[config.mk]
export PLATFORM = sky130hd
export DESIGN_NAME = pbch_ibar_detector
export DESIGN_NICKNAME = d
export VERILOG_FILES = /design/src/hw/pbch_pkg.sv /design/src/hw/pbch_ifs.sv /design/src/hw/dmrs_correlator.sv /design/src/hw/ibar_select.sv /design/src/hw/pbch_dmrs_gen.sv /design/src/hw/pbch_ibar_detector.sv /design/src/hw/pilot_demod.sv /design/src/hw/pn_lfsr.sv
export SDC_FILE = /design/constraint.sdc
export NUM_CORES = 2
export LEC_CHECK = 0
export BUFFER_PORTS_ARGS = -buffer_cell sky130_fd_sc_hd__buf_2
export CAP_MARGIN = 0
export CORE_MARGIN = 2
export CORE_UTILIZATION = 57
export DETAILED_ROUTE_END_ITERATION = 8
export GPL_TIMING_DRIVEN = 0
export PLACE_DENSITY = 0.76
export SLEW_MARGIN = 20
export SYNTH_ARGS = -nofsm -noshare
export SYNTH_HDL_FRONTEND = slang
export SYNTH_HIERARCHICAL = 1
export SYNTH_SLANG_ARGS = --single-unit
[constraint.sdc]
create_clock -name clk_i -period 11.8 [get_ports clk_i]
set_clock_uncertainty 0.1 [all_clocks]
set_input_delay 1.18 -clock clk_i [delete_from_list [all_inputs] [get_ports clk_i]]
set_output_delay 1.18 -clock clk_i [all_outputs]
set_load 0.005 [all_outputs]
[src/hw/pbch_pkg.sv]
package pbch_pkg;

    // cell ID and sample formats
    localparam int NID_W = 10;
    localparam int SAMPLE_W = 32;
    localparam int FFT_LEN = 256;
    localparam int SC_IDX_W = 8;

    // candidate sequences and pilots per PBCH symbol
    localparam int NUM_IBAR = 8;
    localparam int IBAR_W = 3;
    localparam int PILOTS_PER_SYM = 64;
    localparam int PILOT_IDX_W = 6;
    localparam int CORR_W = 8;

    // Gold sequence generator, x1 uses x^31 + x^3 + 1
    localparam int LFSR_N = 31;
    localparam logic [LFSR_N-1:0] X1_TAPS = 31'h0000_0009;
    // x2 uses x^31 + x^3 + x^2 + x + 1
    localparam logic [LFSR_N-1:0] X2_TAPS = 31'h0000_000f;
    localparam logic [LFSR_N-1:0] X1_SEED = 31'd1;
    localparam int GOLD_SKIP = 1600;
    localparam int FILL_BITS = 2 * PILOTS_PER_SYM;
    localparam int GEN_CNT_W = $clog2(GOLD_SKIP);

    // bit positions of the two terms in c_init
    localparam int CINIT_NID_SHIFT = 11;
    localparam int CINIT_IBAR_SHIFT = 6;

    // bit 1 is the real sign, bit 0 the imaginary sign
    typedef logic [1:0] pilot_pair_t;
    typedef pilot_pair_t [NUM_IBAR-1:0] pilot_row_t;
    typedef logic [NUM_IBAR-1:0][CORR_W-1:0] corr_array_t;

    typedef enum logic [2:0] {
        GEN_IDLE,
        GEN_LOAD,
        GEN_SKIP,
        GEN_FILL,
        GEN_DONE
    } gen_state_e;

    typedef enum logic {
        DET_IDLE,
        DET_COLLECT
    } det_state_e;

endpackage

[src/hw/pbch_ifs.sv]
`timescale 1ns/1ps

// pilot table access between the generator and the detector stages
interface dmrs_rd_if;
    import pbch_pkg::*;

    logic ready;
    logic [1:0] pilot_offset;
    logic [PILOT_IDX_W-1:0] rd_idx;
    pilot_row_t rd_row;

    modport gen (output ready, output pilot_offset, output rd_row, input rd_idx);
    modport decode (input ready, input pilot_offset);
    modport execute (output rd_idx, input rd_row);
endinterface

// demodulated pilot stream, one beat per pilot subcarrier
interface pilot_if;
    import pbch_pkg::*;

    logic valid;
    logic [PILOT_IDX_W-1:0] idx;
    pilot_pair_t bits;
    logic last;

    modport src (output valid, output idx, output bits, output last);
    modport sink (input valid, input idx, input bits, input last);
endinterface

[src/hw/dmrs_correlator.sv]
`timescale 1ns/1ps

module dmrs_correlator (
    input  logic                  clk_i,
    input  logic                  reset_ni,
    pilot_if.sink                 pilot,
    dmrs_rd_if.execute            dmrs,
    output pbch_pkg::corr_array_t corr_o,
    output logic                  corr_done_o
);
    import pbch_pkg::*;

    corr_array_t acc_q;
    corr_array_t acc_next;

    // the table row for the current pilot comes back in the same cycle
    assign dmrs.rd_idx = pilot.idx;

    // each pilot adds 0, 1 or 2 matching bits per candidate
    always_comb begin
        for (int i = 0; i < NUM_IBAR; i++) begin
            acc_next[i] = acc_q[i];
            if (pilot.valid) begin
                acc_next[i] = acc_q[i]
                              + CORR_W'(dmrs.rd_row[i][1] ~^ pilot.bits[1])
                              + CORR_W'(dmrs.rd_row[i][0] ~^ pilot.bits[0]);
            end
        end
    end

    always_ff @(posedge clk_i) begin
        if (!reset_ni) begin
            acc_q <= '0;
            corr_o <= '0;
            corr_done_o <= 1'b0;
        end else begin
            corr_done_o <= pilot.last;
            if (pilot.last) begin
                // clear here so the next symbol can follow right away
                corr_o <= acc_next;
                acc_q <= '0;
            end else begin
                acc_q <= acc_next;
            end
        end
    end

endmodule

[src/hw/ibar_select.sv]
`timescale 1ns/1ps

module ibar_select (
    input  logic                        clk_i,
    input  logic                        reset_ni,
    input  pbch_pkg::corr_array_t       corr_i,
    input  logic                        corr_done_i,
    output logic [pbch_pkg::IBAR_W-1:0] ibar_o,
    output logic [pbch_pkg::CORR_W-1:0] ibar_corr_o,
    output logic                        ibar_valid_o
);
    import pbch_pkg::*;

    logic [IBAR_W-1:0] best_idx;
    logic [CORR_W-1:0] best_cnt;

    // strict compare keeps the lowest index on a tie
    always_comb begin
        best_idx = '0;
        best_cnt = '0;
        for (int i = 0; i < NUM_IBAR; i++) begin
            if (corr_i[i] > best_cnt) begin
                best_cnt = corr_i[i];
                best_idx = IBAR_W'(i);
            end
        end
    end

    always_ff @(posedge clk_i) begin
        if (!reset_ni) begin
            ibar_o <= '0;
            ibar_corr_o <= '0;
            ibar_valid_o <= 1'b0;
        end else begin
            ibar_valid_o <= corr_done_i;
            if (corr_done_i) begin
                ibar_o <= best_idx;
                ibar_corr_o <= best_cnt;
            end
        end
    end

endmodule

[src/hw/pbch_dmrs_gen.sv]
`timescale 1ns/1ps

module pbch_dmrs_gen (
    input  logic                       clk_i,
    input  logic                       reset_ni,
    input  logic [pbch_pkg::NID_W-1:0] n_id_i,
    input  logic                       n_id_valid_i,
    dmrs_rd_if.gen                     rd
);
    import pbch_pkg::*;

    gen_state_e state_q;
    logic [GEN_CNT_W-1:0] cnt_q;
    logic [NID_W-1:0] nid_q;
    logic ready_q;

    logic lfsr_load;
    logic lfsr_step;
    logic x1_bit;
    logic [NUM_IBAR-1:0] x2_bit;
    logic [NUM_IBAR-1:0] gold;
    logic [LFSR_N-1:0] seed [NUM_IBAR];

    // pilot pairs of all candidates, one row per pilot index
    pilot_row_t table_q [PILOTS_PER_SYM];

    // c_init = 2^11 (i+1)(floor(n_id/4)+1) + 2^6 (i+1) + (n_id mod 4)
    function automatic logic [LFSR_N-1:0] c_init(input logic [NID_W-1:0] n_id,
                                                 input logic [IBAR_W-1:0] ibar);
        logic [LFSR_N-1:0] ibar_p1;
        logic [LFSR_N-1:0] nid_p1;
        ibar_p1 = LFSR_N'(ibar) + LFSR_N'(1);
        nid_p1 = LFSR_N'(n_id >> 2) + LFSR_N'(1);
        return ((ibar_p1 * nid_p1) << CINIT_NID_SHIFT) + (ibar_p1 << CINIT_IBAR_SHIFT)
               + LFSR_N'(n_id[1:0]);
    endfunction

    assign lfsr_load = (state_q == GEN_LOAD);
    assign lfsr_step = (state_q == GEN_SKIP) || (state_q == GEN_FILL);

    pn_lfsr #(
        .FEEDBACK_TAPS(X1_TAPS)
    ) u_x1 (
        .clk_i(clk_i),
        .reset_ni(reset_ni),
        .load_i(lfsr_load),
        .step_i(lfsr_step),
        .seed_i(X1_SEED),
        .bit_o(x1_bit)
    );

    for (genvar g = 0; g < NUM_IBAR; g++) begin : g_x2
        assign seed[g] = c_init(nid_q, IBAR_W'(g));

        pn_lfsr #(
            .FEEDBACK_TAPS(X2_TAPS)
        ) u_x2 (
            .clk_i(clk_i),
            .reset_ni(reset_ni),
            .load_i(lfsr_load),
            .step_i(lfsr_step),
            .seed_i(seed[g]),
            .bit_o(x2_bit[g])
        );
    end

    assign gold = {NUM_IBAR{x1_bit}} ^ x2_bit;

    always_ff @(posedge clk_i) begin
        if (!reset_ni) begin
            state_q <= GEN_IDLE;
            cnt_q <= '0;
            nid_q <= '0;
            ready_q <= 1'b0;
        end else begin
            case (state_q)
                GEN_IDLE, GEN_DONE: begin
                    if (n_id_valid_i) begin
                        nid_q <= n_id_i;
                        ready_q <= 1'b0;
                        state_q <= GEN_LOAD;
                    end
                end
                GEN_LOAD: begin
                    cnt_q <= '0;
                    state_q <= GEN_SKIP;
                end
                GEN_SKIP: begin
                    if (cnt_q == GEN_CNT_W'(GOLD_SKIP - 1)) begin
                        cnt_q <= '0;
                        state_q <= GEN_FILL;
                    end else begin
                        cnt_q <= cnt_q + 1'b1;
                    end
                end
                GEN_FILL: begin
                    if (cnt_q == GEN_CNT_W'(FILL_BITS - 1)) begin
                        ready_q <= 1'b1;
                        state_q <= GEN_DONE;
                    end
                    cnt_q <= cnt_q + 1'b1;
                end
                default: state_q <= GEN_IDLE;
            endcase
        end
    end

    // even bits go to the real half of a pair, odd bits to the imaginary half
    always_ff @(posedge clk_i) begin
        if (state_q == GEN_FILL) begin
            for (int i = 0; i < NUM_IBAR; i++) begin
                table_q[cnt_q[PILOT_IDX_W:1]][i][!cnt_q[0]] <= gold[i];
            end
        end
    end

    assign rd.ready = ready_q;
    assign rd.pilot_offset = nid_q[1:0];
    assign rd.rd_row = table_q[rd.rd_idx];

endmodule

[src/hw/pbch_ibar_detector.sv]
`timescale 1ns/1ps

module pbch_ibar_detector (
    input  logic                          clk_i,
    input  logic                          reset_ni,
    input  logic [pbch_pkg::NID_W-1:0]    n_id_i,
    input  logic                          n_id_valid_i,
    input  logic                          pbch_start_i,
    input  logic [pbch_pkg::SAMPLE_W-1:0] sample_i,
    input  logic                          sample_valid_i,
    output logic                          dmrs_ready_o,
    output logic [pbch_pkg::IBAR_W-1:0]   ibar_o,
    output logic [pbch_pkg::CORR_W-1:0]   ibar_corr_o,
    output logic                          ibar_valid_o
);
    import pbch_pkg::*;

    corr_array_t corr;
    logic corr_done;

    dmrs_rd_if dmrs_rd ();
    pilot_if pilot ();

    // builds the eight candidate pilot sequences for the current cell
    pbch_dmrs_gen u_gen (
        .clk_i(clk_i),
        .reset_ni(reset_ni),
        .n_id_i(n_id_i),
        .n_id_valid_i(n_id_valid_i),
        .rd(dmrs_rd.gen)
    );

    // decode stage
    pilot_demod u_demod (
        .clk_i(clk_i),
        .reset_ni(reset_ni),
        .pbch_start_i(pbch_start_i),
        .sample_i(sample_i),
        .sample_valid_i(sample_valid_i),
        .dmrs(dmrs_rd.decode),
        .pilot(pilot.src)
    );

    // execute stage
    dmrs_correlator u_corr (
        .clk_i(clk_i),
        .reset_ni(reset_ni),
        .pilot(pilot.sink),
        .dmrs(dmrs_rd.execute),
        .corr_o(corr),
        .corr_done_o(corr_done)
    );

    // result stage
    ibar_select u_select (
        .clk_i(clk_i),
        .reset_ni(reset_ni),
        .corr_i(corr),
        .corr_done_i(corr_done),
        .ibar_o(ibar_o),
        .ibar_corr_o(ibar_corr_o),
        .ibar_valid_o(ibar_valid_o)
    );

    assign dmrs_ready_o = dmrs_rd.ready;

endmodule

[src/hw/pilot_demod.sv]
`timescale 1ns/1ps

module pilot_demod (
    input  logic                          clk_i,
    input  logic                          reset_ni,
    input  logic                          pbch_start_i,
    input  logic [pbch_pkg::SAMPLE_W-1:0] sample_i,
    input  logic                          sample_valid_i,
    dmrs_rd_if.decode                     dmrs,
    pilot_if.src                          pilot
);
    import pbch_pkg::*;

    det_state_e state_q;
    logic [SC_IDX_W-1:0] sc_cnt_q;
    logic accept;

    // input register stage
    logic valid_q;
    logic [SAMPLE_W-1:0] sample_q;
    logic [SC_IDX_W-1:0] sc_q;
    logic is_pilot;

    assign accept = (state_q == DET_COLLECT) && sample_valid_i;

    always_ff @(posedge clk_i) begin
        if (!reset_ni) begin
            state_q <= DET_IDLE;
            sc_cnt_q <= '0;
            valid_q <= 1'b0;
        end else begin
            valid_q <= accept;
            case (state_q)
                DET_IDLE: begin
                    // a start is dropped while the pilot table is being rebuilt
                    if (pbch_start_i && dmrs.ready) begin
                        sc_cnt_q <= '0;
                        state_q <= DET_COLLECT;
                    end
                end
                DET_COLLECT: begin
                    if (sample_valid_i) begin
                        sc_cnt_q <= sc_cnt_q + 1'b1;
                        if (sc_cnt_q == SC_IDX_W'(FFT_LEN - 1)) begin
                            state_q <= DET_IDLE;
                        end
                    end
                end
                default: state_q <= DET_IDLE;
            endcase
        end
    end

    always_ff @(posedge clk_i) begin
        if (accept) begin
            sample_q <= sample_i;
            sc_q <= sc_cnt_q;
        end
    end

    // pilots sit on every fourth subcarrier starting at n_id mod 4
    assign is_pilot = valid_q && (sc_q[1:0] == dmrs.pilot_offset);

    always_ff @(posedge clk_i) begin
        if (!reset_ni) begin
            pilot.valid <= 1'b0;
            pilot.last <= 1'b0;
        end else begin
            pilot.valid <= is_pilot;
            pilot.last <= valid_q && (sc_q == SC_IDX_W'(FFT_LEN - 1));
        end
    end

    // sign bit of each half is the hard QPSK decision
    always_ff @(posedge clk_i) begin
        if (is_pilot) begin
            pilot.idx <= sc_q[SC_IDX_W-1:2];
            pilot.bits <= {sample_q[SAMPLE_W/2-1], sample_q[SAMPLE_W-1]};
        end
    end

endmodule

[src/hw/pn_lfsr.sv]
`timescale 1ns/1ps

module pn_lfsr #(
    parameter logic [pbch_pkg::LFSR_N-1:0] FEEDBACK_TAPS = pbch_pkg::X1_TAPS
) (
    input  logic                        clk_i,
    input  logic                        reset_ni,
    input  logic                        load_i,
    input  logic                        step_i,
    input  logic [pbch_pkg::LFSR_N-1:0] seed_i,
    output logic                        bit_o
);
    import pbch_pkg::*;

    // bit 0 holds x(n), bit LFSR_N-1 holds x(n+30)
    logic [LFSR_N-1:0] state_q;
    logic feedback;

    // x(n+31) is the parity of the tapped bits
    assign feedback = ^(state_q & FEEDBACK_TAPS);

    always_ff @(posedge clk_i) begin
        if (!reset_ni) begin
            state_q <= '0;
        end else if (load_i) begin
            state_q <= seed_i;
        end else if (step_i) begin
            state_q <= {feedback, state_q[LFSR_N-1:1]};
        end
    end

    // oldest bit first, so sequence bit 0 is visible right after the load
    assign bit_o = state_q[0];

endmodule

Yosys cells after proc, flatten, opt, wreduce, memory -nomap -nowiden
Memories as Yosys holds them, arrays and structs flattened. A register that Yosys moved wholly into a read port is not among the register bits.
Index checks and enable logic that the tools add are counted.
{"block": "word_totals", "mem_bits_ro": 0, "inputBits": 47, "ram_bits": 1024, "latch_bits": 0, "n_memories": 1, "elab_cells": 215, "reg_bits": 505}
{"block": "classes", "n_mul": 4, "n_lt_le_gt_ge": 10, "eq_ne": 14, "n_bitwise": 19, "n_div": 0, "n_shift": 0, "reduce_logical": 27, "n_mux": 62, "addsub": 35}
{"name": "u_gen.table_q", "depth": 64, "word_bits": 16, "rd": 1, "rd_clocked_by_memory_dff": 1, "write_ports": 1, "line_no": "pbch_dmrs_gen.sv:25", "source": "pilot_row_t table_q [PILOTS_PER_SYM];"}
{"op": "$mux 31", "n": 16}
{"op": "$reduce_xor 31->1", "n": 9}
{"op": "$add 31x2->31", "n": 8}
{"op": "$mux 8", "n": 18}
{"op": "$add 8x8->8", "n": 16}
{"op": "$xnor 1x1->8", "n": 16}
{"op": "$add 31x9->31 const B", "n": 4}
{"op": "$add 31x8->31 const B", "n": 2}
{"op": "$mul 3x31->20 const A", "n": 2}
{"op": "$gt 8x8->1", "n": 7}
{"op": "$pmux 11 s3", "n": 1}
{"op": "$add 31x10->31 const B", "n": 1}
{"op": "$add 31x7->31 const B", "n": 1}
{"op": "$mul 2x31->19 const A", "n": 1}
{"op": "$mul 2x31->20 const A", "n": 1}
{"op": "$mux 3", "n": 7}
{"op": "$eq 8x8->1 const B", "n": 2}
{"op": "$pmux 8 s2", "n": 1}
{"op": "$pmux 3 s4", "n": 1}
{"op": "$add 11x1->11 const B", "n": 1}
{"op": "$eq 11x11->1 const B", "n": 1}
{"op": "$eq 11x7->1 const B", "n": 1}
{"op": "$mux 11", "n": 1}
{"op": "$mux 1", "n": 10}
{"op": "other kinds (26)", "n": 43}

Depth between registers and ports, before layout
{"block": "depth", "depth_word": 16, "ltp_mapped": 66, "depth_no_buf": 62}

Modules after synthesis
The synthesis kept the hierarchy.
{"mod": "pbch_dmrs_gen", "cells_per_inst": 1997, "seq_area_each_um2": 31250.0, "instances": 1, "area_per_inst_um2": 42080.4}
{"mod": "pn_lfsr (u_gen.g_x2[0].u_x2 ...)", "cells_per_inst": 172, "seq_area_each_um2": 620.6, "instances": 8, "area_per_inst_um2": 1596.5}
{"mod": "dmrs_correlator", "cells_per_inst": 581, "seq_area_each_um2": 2582.5, "instances": 1, "area_per_inst_um2": 5370.2}
{"mod": "ibar_select", "cells_per_inst": 341, "seq_area_each_um2": 240.2, "instances": 1, "area_per_inst_um2": 2717.6}
{"mod": "pn_lfsr (u_gen.u_x1)", "cells_per_inst": 140, "seq_area_each_um2": 620.6, "instances": 1, "area_per_inst_um2": 1729.2}
{"mod": "pilot_demod", "cells_per_inst": 85, "seq_area_each_um2": 780.7, "instances": 1, "area_per_inst_um2": 1138.6}

Least setup slack after synthesis
OpenSTA, ideal clock, no wires.
{"block": "synth_timing", "path_kind": "register to register", "startpoint": "register u_corr/corr_o[1] (netlist name)", "endpoint": "register u_select/ibar_corr_o[0] (netlist name)", "t_arrival_ns": 11.744, "setup_ns": 0.123, "slack_ns": -0.167, "period_less_slack_ns": 11.967, "path_stages_with_launch": 66, "cell_sequence": "dfxtp_1 -> inv_1 -> ha_1 -> nor2b_2 -> o211ai_2 -> a21oi_2 -> o21ai_4 -> mux2i_1 -> ha_1 -> nor2b_1 -> o211ai_1 -> a21oi_1 -> o21ai_1 -> clkbuf_1 -> nor2_1 -> a21oi_1 -> inv_1 -> ha_1 -> [30 not listed] -> o21a_1 -> o21ai_0 -> a21oi_1 -> o31ai_2 -> clkbuf_1 -> nor2_1 -> a21o_1 -> ha_1 -> nor2b_1 -> o21a_1 -> o21a_1 -> o21a_1 -> o21ai_0 -> a21oi_1 -> and3b_1 -> and3_1 -> clkbuf_1 -> a221o_2"}
{"block": "synth_via", "elab_chain_cells": 16}
{"element": "start: declaration", "line_no": "dmrs_correlator.sv:8", "source": "output pbch_pkg::corr_array_t corr_o,"}
{"element": "start signal: assignment", "line_no": "dmrs_correlator.sv:40", "source": "corr_o <= acc_next;"}
{"element": "$gt 8x1->1", "line_no": "ibar_select.sv:22", "source": "if (corr_i[i] > best_cnt) begin"}
{"element": "$mux 8 (*)", "line_no": "ibar_select.sv:22"}
{"element": "$gt 8x8->1", "line_no": "ibar_select.sv:22"}
{"element": "$mux 8 (*)", "line_no": "ibar_select.sv:22"}
{"element": "$gt 8x8->1", "line_no": "ibar_select.sv:22"}
{"element": "$mux 8 (*)", "line_no": "ibar_select.sv:22"}
{"element": "$gt 8x8->1", "line_no": "ibar_select.sv:22"}
{"element": "$mux 8 (*)", "line_no": "ibar_select.sv:22"}
{"element": "$gt 8x8->1", "line_no": "ibar_select.sv:22"}
{"element": "$mux 8 (*)", "line_no": "ibar_select.sv:22"}
{"element": "$gt 8x8->1", "line_no": "ibar_select.sv:22"}
{"element": "$mux 8 (*)", "line_no": "ibar_select.sv:22"}
{"element": "$gt 8x8->1", "line_no": "ibar_select.sv:22"}
{"element": "$mux 8 (*)", "line_no": "ibar_select.sv:22"}
{"element": "$gt 8x8->1", "line_no": "ibar_select.sv:22"}
{"element": "$mux 8 (*)", "line_no": "ibar_select.sv:22"}
{"element": "end signal: assignment", "line_no": "ibar_select.sv:38", "source": "ibar_corr_o <= best_cnt;"}
{"element": "end: declaration", "line_no": "ibar_select.sv:9", "source": "output logic [pbch_pkg::CORR_W-1:0] ibar_corr_o,"}
Mark *: on every way between the ends. The rest lies on a longest branch, timed or not.
A chain may end at the register's enable or synchronous reset.

Worst setup path after layout
{"block": "layout_timing", "startpoint": "register u_corr/corr_o[0] (netlist name)", "endpoint": "register u_select/ibar_corr_o[5] (netlist name)"}
The elaborated chain is that of the path after synthesis.

==> run_summary.xml <==
<?xml version="1.0" encoding="UTF-8"?>
<metrics>
  <group name="flow_run">
    <metric name="drv.max_cap_violation_count" unit="">0</metric>
  </group>
  <group name="setup_path">
    <metric name="critical_path_class" unit="">reg2reg</metric>
    <metric name="worst_r2r_startpoint" unit="">u_corr/corr_o[0]$_SDFFE_PN0P_</metric>
    <metric name="end_kind" unit="">flop</metric>
    <metric name="startpoint_class_of_the_critical_path" unit="">flop</metric>
    <metric name="crit_path_top_delay_cell" unit="">sky130_fd_sc_hd__or4_4</metric>
    <metric name="critical_path.max_stage_delay" unit="ps">520</metric>
    <metric name="endpoint_required_time_on_the_critical_path" unit="ps">12420</metric>
    <metric name="critPathMaxFanout" unit="">8</metric>
    <metric name="crit_top_cell" unit="">sky130_fd_sc_hd__o21a_1</metric>
    <metric name="worstPathArrival" unit="ps">12700</metric>
    <metric name="crit_start" unit="">u_corr/corr_o[0]$_SDFFE_PN0P_</metric>
  </group>
  <group name="global_routing">
    <metric name="grt_first_pass_wirelength" unit="um">251000</metric>
    <metric name="grt_util_met2" unit="%">45.8</metric>
    <metric name="vias_in_the_first_global_route" unit="">40100</metric>
    <metric name="layer_with_the_highest_usage_after_global_routing" unit="">met2</metric>
    <metric name="grt-ovfl-total" unit="">0</metric>
    <metric name="grt_max_degree" unit="">37</metric>
    <metric name="globalRouteMet1Util" unit="%">37.1</metric>
    <metric name="number_of_antenna_violations_at_the_first_check_in_global_routing" unit="">6</metric>
    <metric name="combined_global_route_utilization_of_all_metal_layers" unit="%">28.5</metric>
    <metric name="globalRouteMet3Util" unit="%">6.79</metric>
  </group>
  <group name="cts">
    <metric name="postCtsHoldBufs" unit="">0</metric>
    <metric name="clock_tree.root_cell" unit="">sky130_fd_sc_hd__clkbuf_16</metric>
    <metric name="cts.clk_slew.worst_paths" unit="ps">70</metric>
    <metric name="clock_latency" unit="ps">770</metric>
    <metric name="cts_tree" unit="">done</metric>
    <metric name="htreeDepth" unit="">4</metric>
    <metric name="cts.sink_count" unit="">1499</metric>
    <metric name="cts_made_buffers" unit="">149</metric>
    <metric name="clock_path_buffers" unit="">3</metric>
  </group>
  <group name="die">
    <metric name="fp.coreArea" unit="um2">115000</metric>
    <metric name="die-area" unit="um2">118000</metric>
    <metric name="die_width" unit="um">344</metric>
    <metric name="fp.dieH" unit="um">344</metric>
    <metric name="num_io_pins" unit="">60</metric>
    <metric name="start_util" unit="%">57.5</metric>
    <metric name="core.rowCount" unit="">124</metric>
  </group>
  <group name="layout">
    <metric name="synth_to_layout_area_growth" unit="%">15.3</metric>
    <metric name="share_of_cells_above_drive_strength_1" unit="%">20.6</metric>
    <metric name="layout.nets" unit="">5109</metric>
    <metric name="diodes" unit="">0</metric>
    <metric name="utilization" unit="%">66.2</metric>
  </group>
  <group name="synth">
    <metric name="async_reset_ff_share" unit="%">0</metric>
    <metric name="synth_top_area_share" unit="%">47.5</metric>
    <metric name="synth_area_leader_cell" unit="">sky130_fd_sc_hd__edfxtp_1</metric>
    <metric name="synth-warning-count" unit="">6</metric>
    <metric name="synth_register_bits" unit="">1499</metric>
    <metric name="syn_avg_cell_area" unit="um2">14.6</metric>
    <metric name="synth.yosys.seq_area_share" unit="%">61.4</metric>
    <metric name="syn_area" unit="um2">65800</metric>
    <metric name="synth.area.top_cells" unit="">sky130_fd_sc_hd__edfxtp_1 (48%), sky130_fd_sc_hd__dfxtp_1 (14%), sky130_fd_sc_hd__mux4_2 (11%)</metric>
    <metric name="synthFlopType" unit="">sky130_fd_sc_hd__edfxtp_1</metric>
    <metric name="netlist_instances" unit="">4520</metric>
    <metric name="yosys.cell_types.count" unit="">93</metric>
    <metric name="number_of_enable_flip_flop_cells_after_synthesis" unit="">1042</metric>
  </group>
  <group name="routing">
    <metric name="wirelength" unit="um">168000</metric>
    <metric name="routed-via-count" unit="">40400</metric>
    <metric name="postRouteAntennaNets" unit="">0</metric>
    <metric name="post_drt_via_cell_ratio" unit="">6.13</metric>
    <metric name="detail_route.iter0.violations" unit="">4726</metric>
    <metric name="post-route-drc-count" unit="">0</metric>
    <metric name="wire_per_inst" unit="um">25.5</metric>
    <metric name="first_pass_iters" unit="">6</metric>
  </group>
  <group name="status">
    <metric name="status" unit="">complete, but fails checks</metric>
    <metric name="violations_in_the_final_reports" unit="">negative setup slack</metric>
  </group>
  <group name="sta">
    <metric name="setup_slack" unit="ps">-280</metric>
    <metric name="grt_setup_unrepaired" unit="">yes</metric>
    <metric name="min_period" unit="ps">12080</metric>
    <metric name="hold_violations_final" unit="">0</metric>
    <metric name="timing_worst_slew_pin_value" unit="ps">1250</metric>
    <metric name="timing.final.max_slew_violations" unit="">0</metric>
    <metric name="final.setup.tns" unit="ps">-2030</metric>
    <metric name="min_period_over_period" unit="%">102</metric>
    <metric name="setup_viol_count_final" unit="">10</metric>
    <metric name="relSlewSlack" unit="%">16.4</metric>
    <metric name="fmax" unit="MHz">82.8</metric>
  </group>
  <group name="placed_design">
    <metric name="place_congestion" unit="">0.878</metric>
    <metric name="detailed_place_hpwl" unit="um">107000</metric>
    <metric name="port_buffers" unit="">29</metric>
  </group>
  <group name="worst_hold_path">
    <metric name="min_from" unit="">u_demod/sample_q[31]$_DFFE_PP_</metric>
    <metric name="timing.hold.worst.class" unit="">reg2reg</metric>
  </group>
  <group name="power_and_ir_drop">
    <metric name="p_leak" unit="nW">27.0</metric>
    <metric name="ir_worst_vdd" unit="mV">0.175</metric>
    <metric name="power.density" unit="nW/um2">152</metric>
  </group>
</metrics>
-- area by class of cell --
cell class / instances / area, um2
sequential: 1499 / 40500
fill: 7598 / 38700
multi-input combinational: 2827 / 24400
clock buffer: 202 / 4170
buffer: 292 / 2290
tap: 1512 / 1890
timing repair buffer: 118 / 1530
clock inverter: 66 / 807
inverter: 79 / 299
-- through the flow --
| stage | hold WS, ps | instance area, um2 | setup slack (ps) | cells | total power, mW |
|---|---|---|---|---|---|
| 2_1_floorplan | 300 | 66500 | 9.50 | 4699 | 6.52 |
| 3_3_place_gp | 312 | 68500 | -1950 | 6240 | 6.74 |
| 3_5_place_dp | 307 | 69700 | -2170 | 6280 | 6.81 |
| 4_1_cts | 322 | 75300 | -2.93 | 6581 | 11.6 |
| 5_1_grt | 326 | 75800 | -756 | 6595 | 11.9 |
| 6_report | 325 | 75800 | -280 | 6595 | 11.5 |
-- logic make-up (layout without fill, tap and decap cells) --
logic type	Yosys count	count (layout)	synth area share [%]
compound gates	712	712	6.54
xor+xnor	107	107	1.44
fa+ha+maj	96	96	1.95
buf+inv	373	757	3.89
flops	1499	1499	61.4
mux	654	654	16.3
other cells	2	181	0.0114
simple gates	1077	1077	8.38
-- state kept, by name, indices dropped and copies added (netlist names) --
signal and count:
u_demod/pilot.idx 6, u_corr/corr_done_o 1, u_corr/corr_o 64, u_gen/u_x1/state_q 31, u_gen/g_x2.u_x2/state_q 248, u_gen/nid_q 10, u_demod/pilot.last 1, u_gen/table_q 1024
u_demod/state_q 1, u_corr/acc_q 64, u_demod/pilot.bits 2, u_select/ibar_valid_o 1, u_gen/state_q 3, u_demod/sample_q 2, u_gen/cnt_q 11, u_select/ibar_corr_o 8
u_gen/rd.ready 1, u_demod/sc_cnt_q 8, u_demod/valid_q 1, u_demod/pilot.valid 1, u_demod/sc_q 8, u_select/ibar_o 3
-- cell usage in the layout (no fill, tap or decap), drive strengths merged, types with 11 or more instances in the layout --
master,instances
o21a,13
mux2,64
nand2b,36
fa,11
nor2b,41
inv,82
conb,181
xnor2,54
dfxtp,457
a21oi,108
ha,85
and2,248
mux2i,270
clkinv,42
xor2,53
o211ai,11
a211oi,17
nand3b,18
mux4,320
nor3,20
a21o,17
a21boi,13
or4,27
o31ai,23
nand3,29
or2b,16
nand4,14
nand2,344
bufinv,13
clkbuf,330
a31oi,59
a22oi,17
o211a,31
edfxtp,1042
or3,24
o21ai,359
nor2,222
buf,274
-- worst paths after layout --
check | to | slack (ps) | cells after the start
setup / recovery | u_select/ibar_corr_o[5]$_SDFFE_PN0P_ | -280 | 64
hold / removal | u_demod/pilot.bits[0]$_DFFE_PP_ | 320 | 0
setup reg to reg | u_select/ibar_corr_o[5]$_SDFFE_PN0P_ | -280 | 64
hold reg to reg | u_demod/pilot.bits[0]$_DFFE_PP_ | 320 | 0
-- where the power goes --
group	internal (mW)	switching, mW	total [mW]	leakage (nW)
combinational	0.370	0.494	0.864	11.2
sequential	5.79	0.0487	5.84	13.3
clock	2.78	2.03	4.81	2.41
total	8.94	2.57	11.5	27.0
-- timing repair --
action,in CTS,in global routing
setup buffers,33,15
pin swaps,28,39
cloned,1,0
setup endpoints to repair,11,11
gates resized for setup,89,92
-- synthesized netlist by cell type (40+ instances only) --
master,number
sky130_fd_sc_hd__a31oi_1,59
sky130_fd_sc_hd__inv_1,76
sky130_fd_sc_hd__and2_1,248
sky130_fd_sc_hd__edfxtp_1,1042
sky130_fd_sc_hd__nor2b_1,40
sky130_fd_sc_hd__clkbuf_1,120
sky130_fd_sc_hd__buf_2,40
sky130_fd_sc_hd__a21oi_1,107
sky130_fd_sc_hd__o21ai_0,102
sky130_fd_sc_hd__mux2i_1,270
sky130_fd_sc_hd__o21ai_1,255
sky130_fd_sc_hd__mux4_2,320
sky130_fd_sc_hd__dfxtp_1,457
sky130_fd_sc_hd__xnor2_1,53
sky130_fd_sc_hd__xor2_1,53
sky130_fd_sc_hd__nor2_1,222
sky130_fd_sc_hd__nand2_1,343
sky130_fd_sc_hd__ha_1,85
-- critical path, delay by kind of cell, from the launching register on --
family,cells,cell delay [ps]
AO/OA/AOI/OAI,25,3930
AND/OR/NAND/NOR,20,3740
adder cells (fa/ha/maj),7,1590
multiplexers,4,1180
buffers and inverters,8,1100
flip-flops,1,380
-- per-layer routing --
metal  share of wire (%)  wire (um)  up-vias
li1                    -          -    17800
met1                  37      62800    19900
met2                  48      80100     2277
met3                  10      17300      434
met4                 4.6       7710        8
met5               0.028         47        -
Power figures use the tool's default switching activity.
